===== config.mk =====
export PLATFORM = sky130hd
export DESIGN_NAME = ghash_group_scheduler
export DESIGN_NICKNAME = d
export VERILOG_FILES = /design/src/ghash_pkg.sv /design/src/ghash_group_scheduler.sv
export SDC_FILE = /design/constraint.sdc
export NUM_CORES = 1
export LEC_CHECK = 0
export BUFFER_PORTS_ARGS = -buffer_cell sky130_fd_sc_hd__buf_2
export CAP_MARGIN = 20
export CORE_AREA = 2 2 459 461
export CTS_CLUSTER_DIAMETER = 50
export DETAILED_ROUTE_END_ITERATION = 10
export DIE_AREA = 0 0 461 463
export RECOVER_POWER = 50
export SYNTH_ARGS = -nofsm -noshare
export SYNTH_HDL_FRONTEND = slang
export SYNTH_SLANG_ARGS = --single-unit
export TNS_END_PERCENT = 10

===== constraint.sdc =====
create_clock -name i_clock -period 43.4 [get_ports i_clock]
set_input_delay 10.85 -clock i_clock [delete_from_list [all_inputs] [get_ports i_clock]]
set_output_delay 10.85 -clock i_clock [all_outputs]
set_load 0.01 [all_outputs]

===== src/ghash_pkg.sv =====
package ghash_pkg;

    // GHASH block and grouping
    localparam int BLOCK_BITS = 128;
    localparam int N_LANES    = 2;
    localparam int FIFO_DEPTH = 4;

    typedef logic [BLOCK_BITS-1:0]         block_t;
    typedef logic [2*BLOCK_BITS-2:0]       product_t;
    // Block 0, the first in the message, sits in the low bits
    typedef logic [N_LANES*BLOCK_BITS-1:0] group_t;

    // Bit 127 is the x^0 coefficient, as in the GCM specification.
    // These are the low terms 1 + x + x^2 + x^7 of x^128 + x^7 + x^2 + x + 1
    localparam block_t GCM_POLY = 128'he100_0000_0000_0000_0000_0000_0000_0000;

    // Unreduced product. Coefficient of x^k lands at bit 254-k, so the
    // top 128 bits hold x^0..x^127 and the low 127 bits hold x^128..x^254
    function automatic product_t clmul(input block_t a, input block_t b);
        product_t acc;
        acc = '0;
        for (int i = 0; i < BLOCK_BITS; i++) begin
            // Coefficient of x^i in a
            if (a[BLOCK_BITS-1-i]) begin
                acc = acc ^ ({b, {(BLOCK_BITS-1){1'b0}}} >> i);
            end
        end
        return acc;
    endfunction

    // Clear overflow terms from the highest degree down
    function automatic block_t gf_reduce(input product_t p);
        product_t acc;
        product_t poly_ext;
        acc      = p;
        poly_ext = {GCM_POLY, {(BLOCK_BITS-1){1'b0}}};
        for (int i = 0; i < BLOCK_BITS-1; i++) begin
            // Bit i holds x^(254-i); replace x^128 * x^(126-i) by the low terms
            if (acc[i]) begin
                acc[i] = 1'b0;
                acc    = acc ^ (poly_ext >> (BLOCK_BITS-2-i));
            end
        end
        return acc[2*BLOCK_BITS-2 -: BLOCK_BITS];
    endfunction

endpackage

===== src/ghash_group_scheduler.sv =====
module ghash_group_scheduler (
    input  logic                                        i_clock,
    input  logic                                        i_reset,
    input  logic                                        i_valid,
    input  ghash_pkg::group_t                           i_group,
    input  logic                                        i_sop,
    input  logic                                        i_eop,
    input  ghash_pkg::block_t [ghash_pkg::N_LANES-1:0]  i_key_powers,
    input  logic                                        i_key_ready,
    input  ghash_pkg::block_t                           i_hash_y,
    input  logic                                        i_y_valid,
    output logic                                        o_credit,
    output logic                                        o_issue_valid,
    output logic                                        o_issue_eop,
    output ghash_pkg::block_t [ghash_pkg::N_LANES-1:0]  o_lane_x,
    output ghash_pkg::block_t [ghash_pkg::N_LANES-1:0]  o_lane_h
);

    ghash_pkg::group_t                          buf_group [ghash_pkg::FIFO_DEPTH];
    logic                                       buf_sop   [ghash_pkg::FIFO_DEPTH];
    logic                                       buf_eop   [ghash_pkg::FIFO_DEPTH];
    logic [$clog2(ghash_pkg::FIFO_DEPTH)-1:0]   wr_ptr;
    logic [$clog2(ghash_pkg::FIFO_DEPTH)-1:0]   rd_ptr;
    logic [$clog2(ghash_pkg::FIFO_DEPTH+1)-1:0] fill;
    logic                                       outstanding;
    logic                                       push;
    logic                                       pop;
    ghash_pkg::group_t                          head_group;
    ghash_pkg::block_t                          chain;

    // A full buffer only sees i_valid on a credit error, so drop it
    assign push = i_valid && (fill != ghash_pkg::FIFO_DEPTH);

    // Next group may go out in the same cycle the previous hash returns
    assign pop = (fill != 0) && i_key_ready && (!outstanding || i_y_valid);

    assign o_credit   = pop;
    assign head_group = buf_group[rd_ptr];

    // Start of a message chains from zero instead of the running hash
    assign chain = buf_sop[rd_ptr] ? '0 : i_hash_y;

    always_ff @(posedge i_clock) begin
        if (push) begin
            buf_group[wr_ptr] <= i_group;
            buf_sop[wr_ptr]   <= i_sop;
            buf_eop[wr_ptr]   <= i_eop;
        end
    end

    always_ff @(posedge i_clock) begin
        if (i_reset) begin
            wr_ptr <= '0;
            rd_ptr <= '0;
            fill   <= '0;
        end else begin
            if (push) begin
                wr_ptr <= (wr_ptr == ghash_pkg::FIFO_DEPTH - 1) ? '0 : wr_ptr + 1'b1;
            end
            if (pop) begin
                rd_ptr <= (rd_ptr == ghash_pkg::FIFO_DEPTH - 1) ? '0 : rd_ptr + 1'b1;
            end
            case ({push, pop})
                2'b10:   fill <= fill + 1'b1;
                2'b01:   fill <= fill - 1'b1;
                default: fill <= fill;
            endcase
        end
    end

    // Issue and outstanding tracking
    always_ff @(posedge i_clock) begin
        if (i_reset) begin
            outstanding   <= 1'b0;
            o_issue_valid <= 1'b0;
            o_issue_eop   <= 1'b0;
        end else begin
            o_issue_valid <= pop;
            if (pop) begin
                outstanding <= 1'b1;
                o_issue_eop <= buf_eop[rd_ptr];
            end else if (i_y_valid) begin
                outstanding <= 1'b0;
            end
        end
    end

    // Lane k multiplies by H^(N_LANES-k)
    always_ff @(posedge i_clock) begin
        if (pop) begin
            for (int k = 0; k < ghash_pkg::N_LANES; k++) begin
                if (k == 0) begin
                    o_lane_x[k] <= head_group[0 +: ghash_pkg::BLOCK_BITS] ^ chain;
                end else begin
                    o_lane_x[k] <= head_group[k*ghash_pkg::BLOCK_BITS +: ghash_pkg::BLOCK_BITS];
                end
                o_lane_h[k] <= i_key_powers[ghash_pkg::N_LANES-1-k];
            end
        end
    end

endmodule


Word-level counts from Yosys, hierarchy flattened
Memory sizes are Yosys's and may differ from the RTL's. A register that Yosys moved wholly into a read port is not among the register bits.
Index checks and enable logic that the tools add are counted.
- word-level logic and storage cells: 42
- RAM bits: 1032
- memories kept: 3
- flip-flop bits (word level): 521
- add/subtract/negate cells: 4
- equal/unequal tests: 5
- reductions and logical operators: 8
- multiplexer cells: 12
- bitwise logic cells: 1
- memories (name ; words ; width ; read ports ; clocked after memory_dff ; wr ports ; RTL line ; source):
    buf_group ; 4 ; 256 ; 1 ; 1 ; 1 ; ghash_group_scheduler.sv:19 ; ghash_pkg::group_t buf_group [ghash_pkg::FIFO_DEPTH];
    buf_eop ; 4 ; 1 ; 1 ; 1 ; 1 ; ghash_group_scheduler.sv:21 ; logic buf_eop [ghash_pkg::FIFO_DEPTH];
    buf_sop ; 4 ; 1 ; 1 ; 1 ; 1 ; ghash_group_scheduler.sv:20 ; logic buf_sop [ghash_pkg::FIFO_DEPTH];
- operators with widths (cell ; number):
    $mux W128 ; 1
    $xor A128 B128 Y128 ; 1
    $mux W2 ; 6
    $eq A2 B2 Y1 const B ; 3
    $pmux W3 S2 ; 1
    $add A2 B1 Y2 const B ; 2
    $mux W1 ; 4
    $reduce_bool A2 Y1 ; 2
    $add A3 B1 Y3 const B ; 1
    $logic_and A1 B1 Y1 ; 3
    $ne A3 B3 Y1 const B ; 1
    $reduce_bool A3 Y1 ; 1
    $sub A3 B1 Y3 const B ; 1
    $eq A2 B1 Y1 const B ; 1
    $logic_not A1 Y1 ; 1
    $logic_or A1 B1 Y1 ; 1

Depth between registers and ports, before layout
- depth after elaboration: 5
- depth in mapped cells: 9
- depth with buffers taken out: 8

Worst setup path before layout
No wires, ideal clock.
- path type: input to output
- from: in i_key_ready
- to: out o_credit
- slack: 231 ps
- cell stages on the path: 2
- path buffers: 0
- required time: 32550 ps
- data arrival time: 32319 ps
- path through: o31ai_1 nor2_1
- word-level cells in the longest chain between the ends: 2
- ends and longest elaborated chain (what ; RTL line ; source):
    start, declared ; ghash_group_scheduler.sv:9 ; input logic i_key_ready,
    $logic_and A1 B1 Y1 (2 in a row) ; ghash_group_scheduler.sv:35 ; assign pop = (fill != 0) && i_key_ready && (!outstanding || i_y_valid);
    end, declared ; ghash_group_scheduler.sv:12 ; output logic o_credit,
No other way between the ends.

Final worst setup path
Same ends and word-level chain as after synthesis.

==> impl_metrics.env <==
export IMPL_critPathTopFamily="simple AND/OR/NAND/NOR gates"
export IMPL_power_density_nw_per_um2=64.1
export IMPL_r2r_slack_ns=33.70
export IMPL_power_internal_uw=3170
export IMPL_drv_slew=516
export IMPL_cts_max_level=4
export IMPL_cts_root_buffer="clkbuf_16"
export IMPL_synth_top_area_share_pct=83.9
export IMPL_rsz0062_at_grt="false"
export IMPL_max_slew_margin_pct=-438
export IMPL_synthTopCellsByArea="edfxtp_1 84%, mux4_2 11%, xor2_1 2.1%, inv_1 0.90%, nor2_1 0.90%"
export IMPL_area_growth_pct=27.3
export IMPL_status="complete, but fails checks"
export IMPL_synth_edf_count=1544
export IMPL_num_vias=28791
export IMPL_ys_seq_elements=1556
export IMPL_hold_viol_final=0
export IMPL_nNetsFinal=4289
export IMPL_drcViolationCount=0
export IMPL_seqPwrFrac_pct=46.1
export IMPL_wirelength_um=185000
export IMPL_ctsHoldBuffers=0
export IMPL_hold_slack_ns=0.519
export IMPL_cts_buffers=190
export IMPL_grt_pass1_wl_um=243000
export IMPL_fin_setup_tns_ns=0
export IMPL_worstMarginPinSlew_ns=8.07
export IMPL_antenna_found_initial=61
export IMPL_die_w_um=461
export IMPL_sw_frac_of_total_pct=29.6
export IMPL_ios=1162
export IMPL_synth_commonest_cells="1544 x edfxtp_1, 258 x mux4_2, 133 x inv_1, 133 x nor2_1, 130 x xor2_1"
export IMPL_dieHeight_um=463
export IMPL_post_place_ws_ns=20.75
export IMPL_cts_tree="done"
export IMPL_worstSetupPathType="input port to output pin"
export IMPL_fillCellCount=20015
export IMPL_die_area_um2=213000
export IMPL_cts_sinks=1556
export IMPL_drt_iter0_markers=2542
export IMPL_synth_fp_nets=2977
export IMPL_core_um2=209000
export IMPL_setup_viol=0
export IMPL_met1_usage_pct=18.3
export IMPL_ir_drop_v=0.0000468
export IMPL_drt_first_pass_iters=5
export IMPL_postCtsSetupRepairBufs=0
export IMPL_io_buffers=1161
export IMPL_dpl_hpwl_um=133000
export IMPL_syn_area_um2=55300
export IMPL_path_buf_inv=2
export IMPL_switching_power_uw=1330
export IMPL_setup_slack_ns=20.32
export IMPL_initial_core_util_pct=26.5
export IMPL_worstPathRequired_ns=32.55
export IMPL_ys_async_sr_fraction_pct=0
export IMPL_clk_pin_slew_ns=0.06
export IMPL_cap_violations=10
export IMPL_synth_seq_area_share_pct=84.3
export IMPL_gp_congestion=0.893
export IMPL_clkLatencyLatePin_ns=0.86
export IMPL_cp_start_kind="input port"
export IMPL_grtUsageTotal_pct=16.7
export IMPL_core_rowCount=168
export IMPL_avgSynthCellArea_um2=23.8
export IMPL_yosysTopAreaCell="edfxtp_1"
export IMPL_arrival_ns=12.23
export IMPL_maxClockFrequency_mhz=43.3
export IMPL_ys_types=27
export IMPL_gr_max_usage_layer="met2"
export IMPL_synthCells=2323
export IMPL_cts_buffer_depth=3
export IMPL_routedWlPerCell_um=28.0
export IMPL_skew_ns=0.0920
export IMPL_p_comb_share_pct=19.0
export IMPL_p_leak_uw=0.0241
export IMPL_fin_crit_ns=23.08
export IMPL_violations="max-capacitance violations, max-slew violations"
export IMPL_via_per_inst=4.35
export IMPL_antenna_left=0
export IMPL_grt_use_met3_pct=6.98
export IMPL_hold_path_class="register to register"
export IMPL_yosysMostFrequentCell="edfxtp_1"
export IMPL_crit_chain="clkbuf_1, o31ai_1, nor2_1, buf_2"
export IMPL_cp_slowest_cell="nor2_1"
export IMPL_cts_resized=0
export IMPL_drive_gt1_share_pct=35.7
export IMPL_grt_ovfl_total=0
export IMPL_yosysWarningCount=0
export IMPL_gr_usage_met2_pct=27.2
export IMPL_clockPowerShare_pct=34.9
export IMPL_ys_flop_type="edfxtp_1"
export IMPL_cp_slowest_stage_delay_ns=0.72
export IMPL_crit_path_end_kind="output pin"
export IMPL_grt_pass1_vias=29325
export IMPL_grt_max_degree=136
export IMPL_worstPathMaxFanout=7
export IMPL_final_period_utilization_pct=53.2
cell usage in the layout (no fill, tap or decap), types with 2 or more instances in the layout:
master      instances
clkbuf_16         190
nand3_1             4
bufinv_16          12
o21ai_0             4
nor2_1            133
and3_1              4
clkinv_16          11
inv_8              13
clkinv_2           31
clkinv_1           32
mux4_2            257
clkinv_4           11
clkbuf_1          420
buf_4              24
a21o_1              2
inv_16              3
dfxtp_1            11
buf_2             771
clkinvlp_4          5
diode_2            19
inv_6              18
ha_1                6
clkbuf_8            2
a21oi_1             8
edfxtp_1         1544
xor2_1            130
buf_12              5
inv_1             133
path summary, 6_finish.rpt:
| kind | cells past startpoint | from | endpoint |
|---|---|---|---|
| setup / recovery | 4 | i_key_ready | o_credit |
| setup reg to reg | 5 | fill[0]$_SDFFE_PP0P_ | o_lane_x[77]$_DFFE_PP_ |
| hold reg to reg | 2 | o_issue_eop$_SDFFE_PP0P_ | o_issue_eop$_SDFFE_PP0P_ |
| hold / removal | 2 | o_issue_eop$_SDFFE_PP0P_ | o_issue_eop$_SDFFE_PP0P_ |
metal layers:
layer,vias to the layer above,wire length [µm]
li1,12013,-
met1,14918,64200
met2,1396,89100
met3,386,19900
met4,78,11600
met5,-,541
area by class of cell:
class,count,area [µm²],area share [%]
sequential,1556,46600,66.2
multi-input combinational,559,7730,11.0
timing repair buffer,1195,5620,7.99
clock buffer,218,4880,6.93
tap,2805,3510,4.99
clock inverter,137,1480,2.10
inverter,133,499,0.709
antenna,19,47.5,0.0676
power groups by stage:
stage | clock network [µW] | logic (µW) | registers [µW]
global route | 1670 | 910 | 2100
global placement | 0 | 879 | 2090
detailed placement | 0 | 879 | 2100
CTS | 1610 | 883 | 2070
floorplan | 0 | 386 | 2280
finish | 1570 | 856 | 2080
tightest hold or removal path, delay by kind of cell, from the launching register on:
family	cells	cell delay [ns]
AOI/OAI and AO/OA	2	0.14
DFF	1	0.32
stage by stage:
step	total power, µW	instances	util (%)	cell area (µm²)
finish	4510	6622	33.7	70400
global route	4670	6607	33.7	70300
CTS	4560	6603	34.0	70900
detailed placement	2980	6248	30.9	64500
global placement	2970	6248	30.9	64500
floorplan	2670	2323	-	55300
logic make-up (layout without fill, tap and decap cells):
logic type,Yosys count,count (layout),synth area share (%)
flip-flops,1556,1556,84.3
AO/OA/AOI/OAI,16,16,0.165
buffers and inverters,208,1683,1.74
other,0,19,0
adder cells (fa/ha/maj),7,7,0.172
AND/OR/NAND/NOR,148,148,1.06
XOR/XNOR,130,130,2.06
multiplexers,258,258,10.5
sequential cells by signal (all words and copies together) (netlist names), named ones only:
register       cells
buf_eop            4
buf_group       1024
buf_sop            4
fill               3
o_issue_eop        1
o_issue_valid      1
o_lane_h         256
o_lane_x         256
outstanding        1
rd_ptr             2
wr_ptr             2
No activity file was read; power rests on OpenSTA's default activity.
