<file path="src/ghash_pkg.sv">
package ghash_pkg;

    // GHASH block and grouping
    localparam int BLOCK_BITS = 128;
    localparam int N_LANES    = 2;
    localparam int FIFO_DEPTH = 4;

    typedef logic [BLOCK_BITS-1:0]         block_t;
    typedef logic [2*BLOCK_BITS-2:0]       product_t;
    // Block 0, the first in the message, sits in the low bits
    typedef logic [N_LANES*BLOCK_BITS-1:0] group_t;

    // Bit 127 is the x^0 coefficient, as in the GCM specification.
    // These are the low terms 1 + x + x^2 + x^7 of x^128 + x^7 + x^2 + x + 1
    localparam block_t GCM_POLY = 128'he100_0000_0000_0000_0000_0000_0000_0000;

    // Unreduced product. Coefficient of x^k lands at bit 254-k, so the
    // top 128 bits hold x^0..x^127 and the low 127 bits hold x^128..x^254
    function automatic product_t clmul(input block_t a, input block_t b);
        product_t acc;
        acc = '0;
        for (int i = 0; i < BLOCK_BITS; i++) begin
            // Coefficient of x^i in a
            if (a[BLOCK_BITS-1-i]) begin
                acc = acc ^ ({b, {(BLOCK_BITS-1){1'b0}}} >> i);
            end
        end
        return acc;
    endfunction

    // Clear overflow terms from the highest degree down
    function automatic block_t gf_reduce(input product_t p);
        product_t acc;
        product_t poly_ext;
        acc      = p;
        poly_ext = {GCM_POLY, {(BLOCK_BITS-1){1'b0}}};
        for (int i = 0; i < BLOCK_BITS-1; i++) begin
            // Bit i holds x^(254-i); replace x^128 * x^(126-i) by the low terms
            if (acc[i]) begin
                acc[i] = 1'b0;
                acc    = acc ^ (poly_ext >> (BLOCK_BITS-2-i));
            end
        end
        return acc[2*BLOCK_BITS-2 -: BLOCK_BITS];
    endfunction

endpackage
</file>
<file path="src/ghash_fold_reduce.sv">
module ghash_fold_reduce (
    input  logic                                           i_clock,
    input  logic                                           i_reset,
    input  logic                                           i_valid,
    input  logic                                           i_eop,
    input  ghash_pkg::product_t [ghash_pkg::N_LANES-1:0]   i_products,
    output logic                                           o_y_valid,
    output ghash_pkg::block_t                              o_hash_y,
    output logic                                           o_tag_valid,
    output ghash_pkg::block_t                              o_tag
);

    ghash_pkg::product_t    folded;
    ghash_pkg::block_t      reduced;
    // Eop mark aligned with the lane products
    logic                   eop_d;

    // Field addition of all lane products before one reduction
    always_comb begin
        folded = '0;
        for (int k = 0; k < ghash_pkg::N_LANES; k++) begin
            folded = folded ^ i_products[k];
        end
    end

    assign reduced = ghash_pkg::gf_reduce(folded);

    always_ff @(posedge i_clock) begin
        if (i_reset) begin
            eop_d       <= 1'b0;
            o_y_valid   <= 1'b0;
            o_tag_valid <= 1'b0;
        end else begin
            eop_d       <= i_eop;
            o_y_valid   <= i_valid;
            o_tag_valid <= i_valid && eop_d;
        end
    end

    // Running hash, and the tag held until the next message ends
    always_ff @(posedge i_clock) begin
        if (i_valid) begin
            o_hash_y <= reduced;
            if (eop_d) begin
                o_tag <= reduced;
            end
        end
    end

endmodule

</file>
<file path="config.mk">
export PLATFORM = sky130hd
export DESIGN_NAME = ghash_fold_reduce
export DESIGN_NICKNAME = d
export VERILOG_FILES = /design/src/ghash_pkg.sv /design/src/ghash_fold_reduce.sv
export SDC_FILE = /design/constraint.sdc
export NUM_CORES = 1
export LEC_CHECK = 0
export BUFFER_PORTS_ARGS = -buffer_cell sky130_fd_sc_hd__buf_2
export CAP_MARGIN = 0
export CORE_AREA = 8 8 297 299
export CTS_BUF_LIST = sky130_fd_sc_hd__clkbuf_16
export CTS_CLUSTER_DIAMETER = 80
export DETAILED_ROUTE_END_ITERATION = 10
export DIE_AREA = 0 0 305 307
export HOLD_SLACK_MARGIN = 0.08
export PLACE_DENSITY = 0.46
export RECOVER_POWER = 50
export SYNTH_ARGS = -nofsm -noshare
export SYNTH_HDL_FRONTEND = slang
export SYNTH_SLANG_ARGS = --single-unit
</file>
<file path="constraint.sdc">
create_clock -name i_clock -period 3.9 [get_ports i_clock]
set_clock_uncertainty 0.05 [all_clocks]
set_input_delay 0 -clock i_clock [delete_from_list [all_inputs] [get_ports i_clock]]
set_output_delay 0 -clock i_clock [all_outputs]
set_load 0.02 [all_outputs]
</file>
* After elaboration in Yosys (flattened, before gate mapping) *
Index checks and enable logic that the tools add are counted.

operators by class
  reductions and logical operators = 2
  bitwise logic cells = 128
  muxes and demuxes = 127

operators by type and width
  kind                 number
  inverter 4 bit       127
  two-way mux 255 bit  1
  XOR 255 bit          1
  two-way mux 254 bit  1
  two-way mux 253 bit  1
  two-way mux 252 bit  1
  two-way mux 251 bit  1
  two-way mux 250 bit  1
  two-way mux 249 bit  1
  two-way mux 248 bit  1
  two-way mux 247 bit  1
  two-way mux 246 bit  1
  two-way mux 245 bit  1
  two-way mux 244 bit  1
  two-way mux 243 bit  1
  two-way mux 242 bit  1
  two-way mux 241 bit  1
  two-way mux 240 bit  1
  two-way mux 239 bit  1
  two-way mux 238 bit  1
  two-way mux 237 bit  1
  two-way mux 236 bit  1
  two-way mux 235 bit  1
  two-way mux 234 bit  1
  107 further kinds    107

storage, ports and cells
  logic and storage cells = 262
  register bits = 259

* Depth between registers and ports, before layout *
Gate-level depths: netlist (run 1).

  word-level depth = 255
  depth in mapped cells = 4
  depth with buffers taken out = 4

* Worst setup path after synthesis (run 1) *
OpenSTA, ideal clock, no wires.

  path kind = reg-to-reg
  from = reg eop_d
  to = reg o_tag[0], enable pin
  stages on the path, launching flop included = 2
  slack = 0.113 ns
  data required time = 3.347 ns
  period minus slack after synthesis = 3.787 ns
  library setup time = 0.503 ns
  arrival time = 3.234 ns
  path buffers = 0
  path through = dfxtp_1 and2_1

on the way
  word-level cells in the longest chain between the ends = 1

RTL lines
  what                           RTL line                 RTL
  from (decl)                    ghash_fold_reduce.sv:16  logic eop_d;
  from (signal assigned)         ghash_fold_reduce.sv:34  eop_d <= i_eop;
  AND reduction 2 bit (no line)  n/a
  to (signal assigned)           ghash_fold_reduce.sv:45  o_tag <= reduced;
  to (decl)                      ghash_fold_reduce.sv:10  output ghash_pkg::block_t o_tag

No other way between the ends.
A chain may end at the register's enable or synchronous reset.

* Worst setup path after layout (run 1) *
  from = in i_products[40] (netlist name)
  to = reg o_hash_y[41], data pin

on the way
  word-level cells in the longest chain between the ends = 131

RTL lines
  what                   RTL line                 RTL
  from (decl)            ghash_fold_reduce.sv:6   input ghash_pkg::product_t [ghash_pkg::N_LANES-1:0] i_products,
  XOR 255 bit *          ghash_fold_reduce.sv:22  folded = folded ^ i_products[k];
  two-way mux 129 bit *  ghash_pkg.sv:39          if (acc[i]) begin
  two-way mux 130 bit *  ghash_pkg.sv:39
  two-way mux 131 bit *  ghash_pkg.sv:39
  two-way mux 132 bit *  ghash_pkg.sv:39
  two-way mux 133 bit *  ghash_pkg.sv:39
  two-way mux 134 bit *  ghash_pkg.sv:39
  two-way mux 135 bit *  ghash_pkg.sv:39
  [116 not listed]       n/a
  two-way mux 249 bit *  ghash_pkg.sv:39
  two-way mux 250 bit *  ghash_pkg.sv:39
  two-way mux 251 bit *  ghash_pkg.sv:39
  two-way mux 252 bit *  ghash_pkg.sv:39
  two-way mux 253 bit *  ghash_pkg.sv:39
  two-way mux 254 bit *  ghash_pkg.sv:39
  two-way mux 255 bit *  ghash_pkg.sv:39
  via reduced[41]        ghash_fold_reduce.sv:14  ghash_pkg::block_t reduced;
  to (signal assigned)   ghash_fold_reduce.sv:43  o_hash_y <= reduced;
  to (decl)              ghash_fold_reduce.sv:8   output ghash_pkg::block_t o_hash_y,

Mark *: on every way through the listed nets, which the timed path passes. The rest lies on a longest branch.

==> flow_summary.ini, run 1 <==
[status]
status = completed

[floorplan]
initial_core_util_pct = 16.8
fp.coreArea_um2 = 83200
num_io_pins = 772
die_w_um = 305
die_area_um2 = 93600
die_h_um = 307
fp-row-count = 106

[power]
power_density_nw_per_um2 = 562
peakVddDrop_v = 0.000241
leakage_uw = 0.00736

[synth]
avgSynthCellArea_um2 = 14.5
synth_top_area_cell = edfxtp_1
syn_area_um2 = 14000
synthMostInstantiatedCell = xnor2_1
ys_seq_area_share_pct = 55.3
yosysWarningCount = 0
synth_cells = 963
netlist_top_cells_count = xnor2_1 (617), edfxtp_1 (256), xor2_1 (71)
synth_cell_types = 9
synth_top_cell_area_share_pct = 54.9
async_flop_share_pct = 0
synthFlopType = edfxtp_1
yosys_register_bits = 259
synth_edf_count = 256
yosys-top-cells-area = edfxtp_1 (55%), xnor2_1 (39%), xor2_1 (4.4%)
syn_nets = 1477

[worst_setup_path]
worstPathRequired_ps = 4130
r2r_cells = 2
crit_arrival_ps = 2930
worstPathMaxFanout = 3
end_kind = flop
crit_type = in -> reg
r2r_end = o_tag[12]
r2r-start = eop_d
start_kind = primary input
r2r_slack_ps = 2050
startpoint = i_products[40]

[detailed_routing]
dr.pass1.iters = 5
num_vias = 10500
drc = 0
avgRoutedWirePerCell_um = 21.6
drt_iter0_markers = 476
drt_wl_total_um = 63700
final_antenna_net_count = 0
vias_per_cell = 3.56

[sta]
period_minus_slack_ps = 2700
layout_setup_ws_ps = 1200
finalSetupViolCount = 0
max_freq_ghz = 0.370
rsz0062_at_grt = no
slew_headroom_pct = 22.3
post-route-period-util_pct = 69.4
drv_slew = 0
tightest_slew_ps = 1160
setup_tns_ps = 0
finalHoldViolCount = 0

[placement]
globalplace.congestion = 0.963
dpl.hpwl_um = 54800
pre_cts_ws_ps = 1850
numPortBuffers = 771

[worst_hold_path]
whs_path_depth = 5
hold_path_class = in -> reg
min_to = o_hash_y[64]
min_from = i_products[191]

[global_routing]
grt_pass1_vias = 12100
grt.total_usage_pct = 12.7
grt_antenna_before_repair = 10
grt_start_max_net_pins = 60
grt-ovfl-total = 0
grt_pass1_wl_um = 86500

[layout]
drive_gt1_share_pct = 31.5
fin_nets = 2357
area_growth_pct = 48.1

[clock_tree]
insertion_delay_ps = 530
clk_pin_slew_ps = 60
root_buffer = clkbuf_16
numCtsBuffers = 36
cts_tree = built
postCtsSetupBuffers = 0
cts_max_level = 2
clk_path_buf_depth = 3
cts.sinks = 259

[job]
maxCapViolCount = 0
==> worst max-delay path by stage <==
stage                         endpoint  slack [ps]
after floorplan               o_tag[0]         110
after global placement       o_tag[11]        1900
after detailed placement     o_tag[11]        1850
after CTS                    o_tag[41]        1230
after global routing      o_hash_y[41]        1100
final                     o_hash_y[41]        1200
==> routing by layer <==
layer | global-route usage [%] | vias to the layer above | part of all wire [%]
li1 | - | 4958 | -
met1 | 14.8 | 5014 | 39
met2 | 22.7 | 432 | 51
met3 | 3.31 | 92 | 6.5
met4 | 4.13 | 0 | 3.1
met5 | 0 | - | 0
==> worst max-delay path, stage by stage <==
cell	delay (ps)
dlygate4sd3_1	530
clkbuf_1	110
xnor2_1	300
dlygate4sd3_1	630
xnor2_1	70
dlygate4sd3_1	570
xnor2_1	130
dlygate4sd3_1	580
==> sequential cells by signal (all words and copies together), names as in the netlist <==
signal	flops
o_hash_y	128
o_tag	128
eop_d	1
o_tag_valid	1
o_y_valid	1
==> cell usage in the layout (no fill, tap or decap), types with 5 or more instances in the layout <==
master,count
clkinv_2,7
buf_4,7
xor2_1,71
clkbuf_1,254
edfxtp_1,256
clkbuf_16,37
inv_1,5
dlygate4sd3_1,61
xnor2_1,619
xnor2_2,6
buf_2,517
==> power breakdown <==
part / internal, µW / total [µW] / switching [µW]
Combinational: 1560 / 4190 / 2630
Sequential: 4070 / 4290 / 226
Clock: 1930 / 3160 / 1240
==> final cells by class <==
class,instances,area (µm²)
antenna,2,5.00
clock inverter,25,215
fill,8931,62400
tap,1080,1350
multi-input combinational,704,6250
timing repair buffer,842,4250
clock buffer,37,926
sequential,259,7750
==> per-stage QoR <==
step / hold WS (ps) / utilization (%) / total power [µW] / instances / area, µm²
after floorplan: 21.6 / - / 6870 / 963 / 14000
after global placement: 151 / 23.2 / 8640 / 2824 / 19300
after detailed placement: 152 / 23.2 / 8660 / 2824 / 19300
after CTS: 80.5 / 25.3 / 12000 / 2947 / 21100
after global routing: 110 / 24.9 / 12200 / 2949 / 20700
final: 126 / 24.9 / 11600 / 2949 / 20700
==> repair_timing <==
action | 4_1_cts | 5_1_grt
hold buffers | 61 | 0
endpoints found under the hold margin | 75 | 0
resized for setup | 0 | 0
setup endpoints to repair | 0 | 0
==> cell families (layout without fill, tap and decap cells) <==
family | count (synthesis) | count (layout) | share of synthesized area [%]
and+or+nand+nor | 4 | 4 | 0.179
DFF | 259 | 259 | 55.3
buffers and inverters | 0 | 904 | 0
other | 0 | 2 | 0
xor gates and xnor gates | 700 | 700 | 44.5
Power figures use the tool's default switching activity.
==> inputs of run 2 (changes only) <==
==> constraint.sdc (replaced) <==
create_clock -name i_clock -period 2.22 [get_ports i_clock]
set_clock_uncertainty 0.05 [all_clocks]
set_input_delay 0 -clock i_clock [delete_from_list [all_inputs] [get_ports i_clock]]
set_output_delay 0 -clock i_clock [all_outputs]
set_load 0.02 [all_outputs]
==> run 2 against run 1 <==
Net effect: critical path depth shrank 1; routed wire length is 5.4% higher; final cell count up 1.7%; combinational power is 83% higher; hold slack worse by 28 ps; sequential cell count unchanged; non-clock buffer count up 38; final area rose by 2.0%; global-route usage rose by 0.78 points; critical path type unchanged; first-iteration DRC count up 25%; power rose by 80%.
==> flow_summary.ini, run 2 (same netlist as run 1, synthesis figures left out) <==
[status]
status = completed

[detailed_routing]
drc = 0
final_antenna_net_count = 0
vias_per_cell = 3.60
num_vias = 10800
dr.pass1.iters = 5
drt_iter0_markers = 596
drt_wl_total_um = 67100
avgRoutedWirePerCell_um = 22.4

[layout]
nFillCells = 8927
final_cell_mix = xnor2_1 (618), buf_2 (573), edfxtp_1 (256)
seqCellArea_um2 = 7750
multi_input_area_um2 = 6250
area_growth_pct = 51.1
reg.largest.list = o_hash_y x128, o_tag x128
drive_gt1_share_pct = 35.2
fin_nets = 2396
final_common_cell = xnor2_1

[job]
maxCapViolCount = 0

[sta]
drv_slew = 0
finalHoldViolCount = 0
slew_headroom_pct = 5.78
finalSetupViolCount = 0
setup_tns_ps = 0
rsz0062_at_grt = no
post-route-period-util_pct = 98.0
holdWs_ps = 98.6
max_freq_ghz = 0.460
period_minus_slack_ps = 2170
tightest_slew_ps = 1410

[clock_tree]
root_buffer = clkbuf_16
clk_pin_slew_ps = 60
cts_tree = built
clk_path_buf_depth = 3
cts_max_level = 2
insertion_delay_ps = 530
numCtsBuffers = 37
postCtsSetupBuffers = 0
cts.sinks = 259

[power]
power_density_nw_per_um2 = 991
leakage_uw = 0.00769
peakVddDrop_v = 0.000416
total_power_uw = 21000

[global_routing]
grt_pass1_vias = 12100
grt_util_met1_pct = 16.1
grtUsageMet3_pct = 3.23
grt_start_max_net_pins = 75
grt.total_usage_pct = 13.5
grt_antenna_before_repair = 20
grt_pass1_wl_um = 90700
busiest_layer = met2
grt-ovfl-total = 0
use_met2_pct = 23.8

[worst_setup_path]
crit_arrival_ps = 2400
crit_type = in -> reg
start_kind = primary input
worstPathRequired_ps = 2440
cp_cell_sequence = dlygate4sd3_1 > buf_2 > xnor2_1 > dlygate4sd3_1 > xnor2_1 > dlygate4sd3_1 > xnor2_1
cp_slowest_cell = dlygate4sd3_1
end_kind = flop
slowest_delay_ps = 630
worstPathMaxFanout = 3

[floorplan]
die_h_um = 307
fp.coreArea_um2 = 83200
num_io_pins = 772
fp-row-count = 106
die_w_um = 305
die_area_um2 = 93600
initial_core_util_pct = 16.8

[placement]
dpl.hpwl_um = 58100
globalplace.congestion = 1.04
numPortBuffers = 771

[worst_hold_path]
hold_path_class = in -> reg
-- run 2: worst paths after layout --
check                                startpoint             to  slack [ps]  depth (start not counted)
worst min-delay path            i_products[359]  o_hash_y[104]         100                          4
worst max-delay path            i_products[103]     o_tag[104]          50                          7
worst min register to register            eop_d      o_tag[74]        1010                          1
worst max register to register            eop_d     o_tag[120]         340                          2
-- run 2: through the flow --
stage / std cells / setup slack (ps) / area, µm² / util [%]
floorplan: 963 / 525 / 14000 / -
global placement: 2855 / 488 / 19600 / 23.5
detailed placement: 2855 / 492 / 19600 / 23.5
CTS: 2991 / 92.6 / 21500 / 25.8
global route: 2995 / 5.14 / 21200 / 25.4
finish: 2999 / 45.1 / 21200 / 25.4
-- run 2: cell type report --
| type | instances | area share [%] |
|---|---|---|
| clock inverter | 29 | 1.06 |
| multi-input combinational | 704 | 29.5 |
| antenna | 8 | 0.0946 |
| timing repair buffer | 880 | 21.7 |
| clock buffer | 39 | 4.61 |
| sequential | 259 | 36.6 |
| tap | 1080 | 6.39 |
-- run 2: repair_timing --
action / CTS / global route
resized for setup: 0 / 2
hold buffers: 68 / 0
endpoints found under the hold margin: 154 / 0
setup endpoints to repair: 0 / 4
-- run 2: where the power goes --
part           switching, µW  total [µW]  internal (µW)  leakage (µW)
Combinational           4770        7660           2890       0.00463
Sequential               373        7510           7140       0.00245
Clock                   2330        5780           3450      0.000603
-- run 2: worst max-delay path, delay by kind of cell --
family                    cells  cell delay, ps
buffers and inverters         4            1860
xor gates and xnor gates      3             540
-- run 2: metal layers --
layer / wire length, µm / vias to the layer above
met5: 20 / -
met4: 2010 / 2
met3: 3660 / 105
met2: 34300 / 406
met1: 27100 / 5238
li1: - / 5051
